## src/eq_pkg.sv

```systemverilog
package eq_pkg;

    // Default sizes for the top level parameters
    localparam int DEF_DATA_W  = 16;
    localparam int DEF_COE_W   = 16;
    localparam int DEF_INV_W   = 8;
    localparam int DEF_COE_NUM = 19;
    localparam int DEF_SYM_DLY = 7;

    // Leakage period control
    localparam int NORM_PERIOD_W = 10;
    localparam logic [NORM_PERIOD_W-1:0] NORM_PERIOD_RST = 10'd4;

    // Registered control inputs
    typedef struct packed {
        logic                     preset;
        logic                     load;
        logic                     teach_en;
        logic [NORM_PERIOD_W-1:0] norm_period;
    } eq_ctrl_t;

    // Slicer error bits with their symbol strobe
    typedef struct packed {
        logic sym_vld;
        logic err_i;
        logic err_q;
    } eq_err_t;

endpackage
```

## src/eq_sign_corr.sv

```systemverilog
`timescale 1ns/1ps

module eq_sign_corr #(
    parameter int COE_NUM = eq_pkg::DEF_COE_NUM,
    parameter int SYM_DLY = eq_pkg::DEF_SYM_DLY
) (
    input  logic                 clk,
    input  logic                 i_rst,
    input  logic                 i_vldin,
    input  logic [1:0]           i_sign,
    input  eq_pkg::eq_err_t      i_err,
    output logic [COE_NUM-1:0]   o_corr_i,
    output logic [COE_NUM-1:0]   o_corr_q
);

    // Bit 0 is the I rail, bit 1 the Q rail
    logic [SYM_DLY-1:0][1:0] dly_q;
    logic [COE_NUM-1:0][1:0] sgn_q;
    logic [COE_NUM-1:0]      corr_i_q;
    logic [COE_NUM-1:0]      corr_q_q;

    // Aligns the input sign with the decision latency of the slicer
    always_ff @(posedge clk) begin
        if (i_rst) begin
            dly_q <= '0;
        end else if (i_vldin) begin
            dly_q[0] <= i_sign;
            for (int k = 1; k < SYM_DLY; k++) begin
                dly_q[k] <= dly_q[k-1];
            end
        end
    end

    // One stored sign per tap, advanced at symbol rate
    always_ff @(posedge clk) begin
        if (i_rst) begin
            sgn_q <= '0;
        end else if (i_err.sym_vld) begin
            sgn_q[0] <= dly_q[SYM_DLY-1];
            for (int k = 1; k < COE_NUM; k++) begin
                sgn_q[k] <= sgn_q[k-1];
            end
        end
    end

    // Sign-sign correlation, 1 means the tap should step down
    always_ff @(posedge clk) begin
        if (i_rst) begin
            corr_i_q <= '0;
            corr_q_q <= '0;
        end else if (i_err.sym_vld) begin
            for (int k = 0; k < COE_NUM; k++) begin
                corr_i_q[k] <= sgn_q[k][0] ^ i_err.err_i;
                corr_q_q[k] <= sgn_q[k][1] ^ i_err.err_q;
            end
        end
    end

    assign o_corr_i = corr_i_q;
    assign o_corr_q = corr_q_q;

    // Training sees a steady correlation between symbol strobes
    a_corr_hold : assert property (
        @(posedge clk)
        (!i_rst && !i_err.sym_vld) |=> ($stable(o_corr_i) && $stable(o_corr_q))
    ) else $error("eq_sign_corr: correlation changed without a symbol strobe");

endmodule

```

## config.mk

```make
export PLATFORM = sky130hd
export DESIGN_NAME = eq_sign_corr
export DESIGN_NICKNAME = d
export VERILOG_FILES = /design/src/eq_pkg.sv /design/src/eq_sign_corr.sv
export SDC_FILE = /design/constraint.sdc
export NUM_CORES = 1
export LEC_CHECK = 0
export BUFFER_PORTS_ARGS = -buffer_cell sky130_fd_sc_hd__buf_2
export CORE_ASPECT_RATIO = 0.5
export CORE_UTILIZATION = 25
export DETAILED_ROUTE_END_ITERATION = 12
export PLACE_DENSITY_LB_ADDON = 0.2
export SYNTH_ARGS = -nofsm -noshare
export SYNTH_HDL_FRONTEND = slang
export SYNTH_SLANG_ARGS = --single-unit
```

## constraint.sdc

```tcl
create_clock -name clk -period 1.2 [get_ports clk]
set_input_delay 0.12 -clock clk [delete_from_list [all_inputs] [get_ports clk]]
set_output_delay 0.12 -clock clk [all_outputs]
set_load 0.02 [all_outputs]
```

==> impl_metrics.toml <==
[worst_setup_path]
start_kind = "flop"
crit_cells = 1
ff2ff_path_depth = 2
crit_path_end = "o_corr_i[18]"
cp.required_ps = 1080
slowest_stage = "dfxtp_1"
worst_setup_path_end_kind = "primary output"
worst_r2r_endpoint = "o_corr_i[11]$_SDFFE_PP0P_"
r2r_slack_ps = 400
startpoint = "o_corr_i[18]$_SDFFE_PP0P_"
worst-path-buf-inv = 1
crit_fanout = 2
cp_cell_sequence = "buf_2"
r2r-start = "sgn_q[22]$_SDFFE_PP0P_"
slowest_delay_ps = 350
crit_type = "reg2out"
crit_family = "flip-flops"
crit_arrival_ps = 860

[clock_tree]
cts_tree = "done"
path_clk_slew_ps = 60
clk_latency_ps = 340
cts_root_buf = "clkbuf_16"
post_cts_buffers = 0
cts_buffer_depth = 2
numCtsBuffers = 9
cts_hold_buf = 0
clock-sinks = 90
cts_max_level = 3
cts-resized-gates = 0

[final_layout]
most-common-layout-cells = "nor2_1, dfxtp_1, mux2i_1"
finalInstanceArea_mm2 = 0.00426
syn_to_final_growth_pct = 17.6
final_layout_size_suffix_gt1_share_pct = 22.5
fin_util_pct = 30.8
n_fill_cell = 1478
antenna_cells = 0
nets = 378

[hold_path]
hold_path_class = "in2reg"

[synth]
synth_area_mm2 = 0.00362
synth_top_area_share_pct = 49.8
yosysWarnings = 0
syn_avg_cell_area_um2 = 10.7
netlist_instances = 337
ys_seq_area_share_pct = 49.8
syn_nets = 345
synth_top_cell_by_area = "dfxtp_1"
ys_ff_latch = 90
synth_cell_types = 12
yosys-top-cells-area = "dfxtp_1, mux2i_1, nor2_1, xnor2_1, a211oi_2"

[detailed_routing]
first_pass_iters = 4
final_antenna_net_count = 0
drcViolationCount = 0
totalWireLength_mm = 6.46
dr_total_vias = 2273
drt_iter0_drc = 119
routedWlPerCell_um = 11.4
vias_per_cell = 4.02

[sta]
final-hold-violation-count = 0
slew_headroom_pct = 60.8
finalCritPeriodShare_pct = 82.0
rsz0062_at_grt = "false"
fin_crit_ps = 984
setup_viol = 0
worst_pin_slew_ps = 588
timing.fmax_ghz = 1.02
finalSetupTns_ps = 0
slew_violations = 0
skew_ps = 4.03
whs_ps = 24.1

[grt]
grt_pass1_vias = 2101
overflow = 0
track_usage_pct = 9.34
grt_max_degree = 45
grt_pass1_wl_mm = 10.7
antenna_found_initial = 0

[floorplan]
rows = 30
die_area_mm2 = 0.0150
num_io_pins = 46
fp.dieW_um = 172
initial_core_util_pct = 26.2
core_area_mm2 = 0.0138
die_y_um = 87.1

[run_status]
status = "finished clean"

[job]
cap_violations = 0

[power_and_ir_drop]
pwr-share-seq_pct = 47.9
pwr-share-comb_pct = 9.8
p_per_area_mw_per_mm2 = 1540
clkPwrFrac_pct = 42.2
p_leak_uw = 0.00171
p_int_uw = 4990
switching_power_uw = 1540
switching_share_pct = 23.6
vdd_drop_max_v = 0.000680

[placement]
portBuffers = 45
dpl.hpwl_mm = 4.00
routabilityCongestion = 0.616
place_area_mm2 = 0.00397
## power groups by stage
stage / sequential (uW) / clock [uW] / combinational (uW)
2_1_floorplan: 3300 / 0 / 409
5_1_grt: 3140 / 3030 / 702
6_report: 3130 / 2760 / 644
4_1_cts: 3130 / 2890 / 658
3_3_place_gp: 3200 / 0 / 655
3_5_place_dp: 3200 / 0 / 655
## how the worst min path moves through the flow
| stage | start | to | slack (ps) | cells past startpoint |
|---|---|---|---|---|
| after global routing | i_sign[0] | dly_q[0]$_SDFFE_PP0P_ | 40 | 3 |
| after detailed placement | i_sign[0] | dly_q[0]$_SDFFE_PP0P_ | 380 | 3 |
| after floorplan | i_sign[0] | dly_q[0]$_SDFFE_PP0P_ | 270 | 2 |
| final | i_sign[0] | dly_q[0]$_SDFFE_PP0P_ | 20 | 3 |
| after global placement | i_sign[1] | dly_q[1]$_SDFFE_PP0P_ | 370 | 3 |
| after CTS | i_sign[0] | dly_q[0]$_SDFFE_PP0P_ | 20 | 3 |
## state kept, by name (all words and copies together), names as in the netlist
register and count:
o_corr_i 19, dly_q 14, o_corr_q 19, sgn_q 38
## cell families after synthesis
family	Yosys count	synth area share, %
buf+inv	29	6.61
compound gates	38	10.7
mux	52	14.4
simple gates	90	9.34
xor+xnor	38	9.20
flops	90	49.8
## stage by stage
stage	setup slack (ps)	std cells	power, uW
global placement	97.1	551	3860
global route	164	566	6870
floorplan	340	337	3710
finish	216	566	6530
CTS	186	566	6680
detailed placement	78.5	551	3860
## layout make-up
cell class              count  area, um^2  share of cell area (%)
repair buffers             51         350                    8.23
flip-flops and latches     90        1800                    42.3
well taps                 192         240                    5.65
clock buffers              12         246                    5.79
multi-input cells         218        1580                    37.0
clock inverters             3        40.0                   0.941
## per-layer routing
metal	vias up	share of wire (%)	track usage [%]
li1	1201	-	-
met3	10	4.9	3.95
met4	0	1.8	4.59
met2	28	42	13.9
met1	1034	51	11.6
met5	-	0	0
## cells in the mapped netlist
cell / count
dfxtp_1: 90
nor2_1: 90
mux2i_1: 52
xnor2_1: 38
a211oi_2: 20
a211oi_1: 18
buf_2: 9
clkbuf_1: 6
buf_6: 5
buf_4: 4
buf_8: 3
buf_12: 2
No activity file was read; power rests on OpenSTA's default activity.
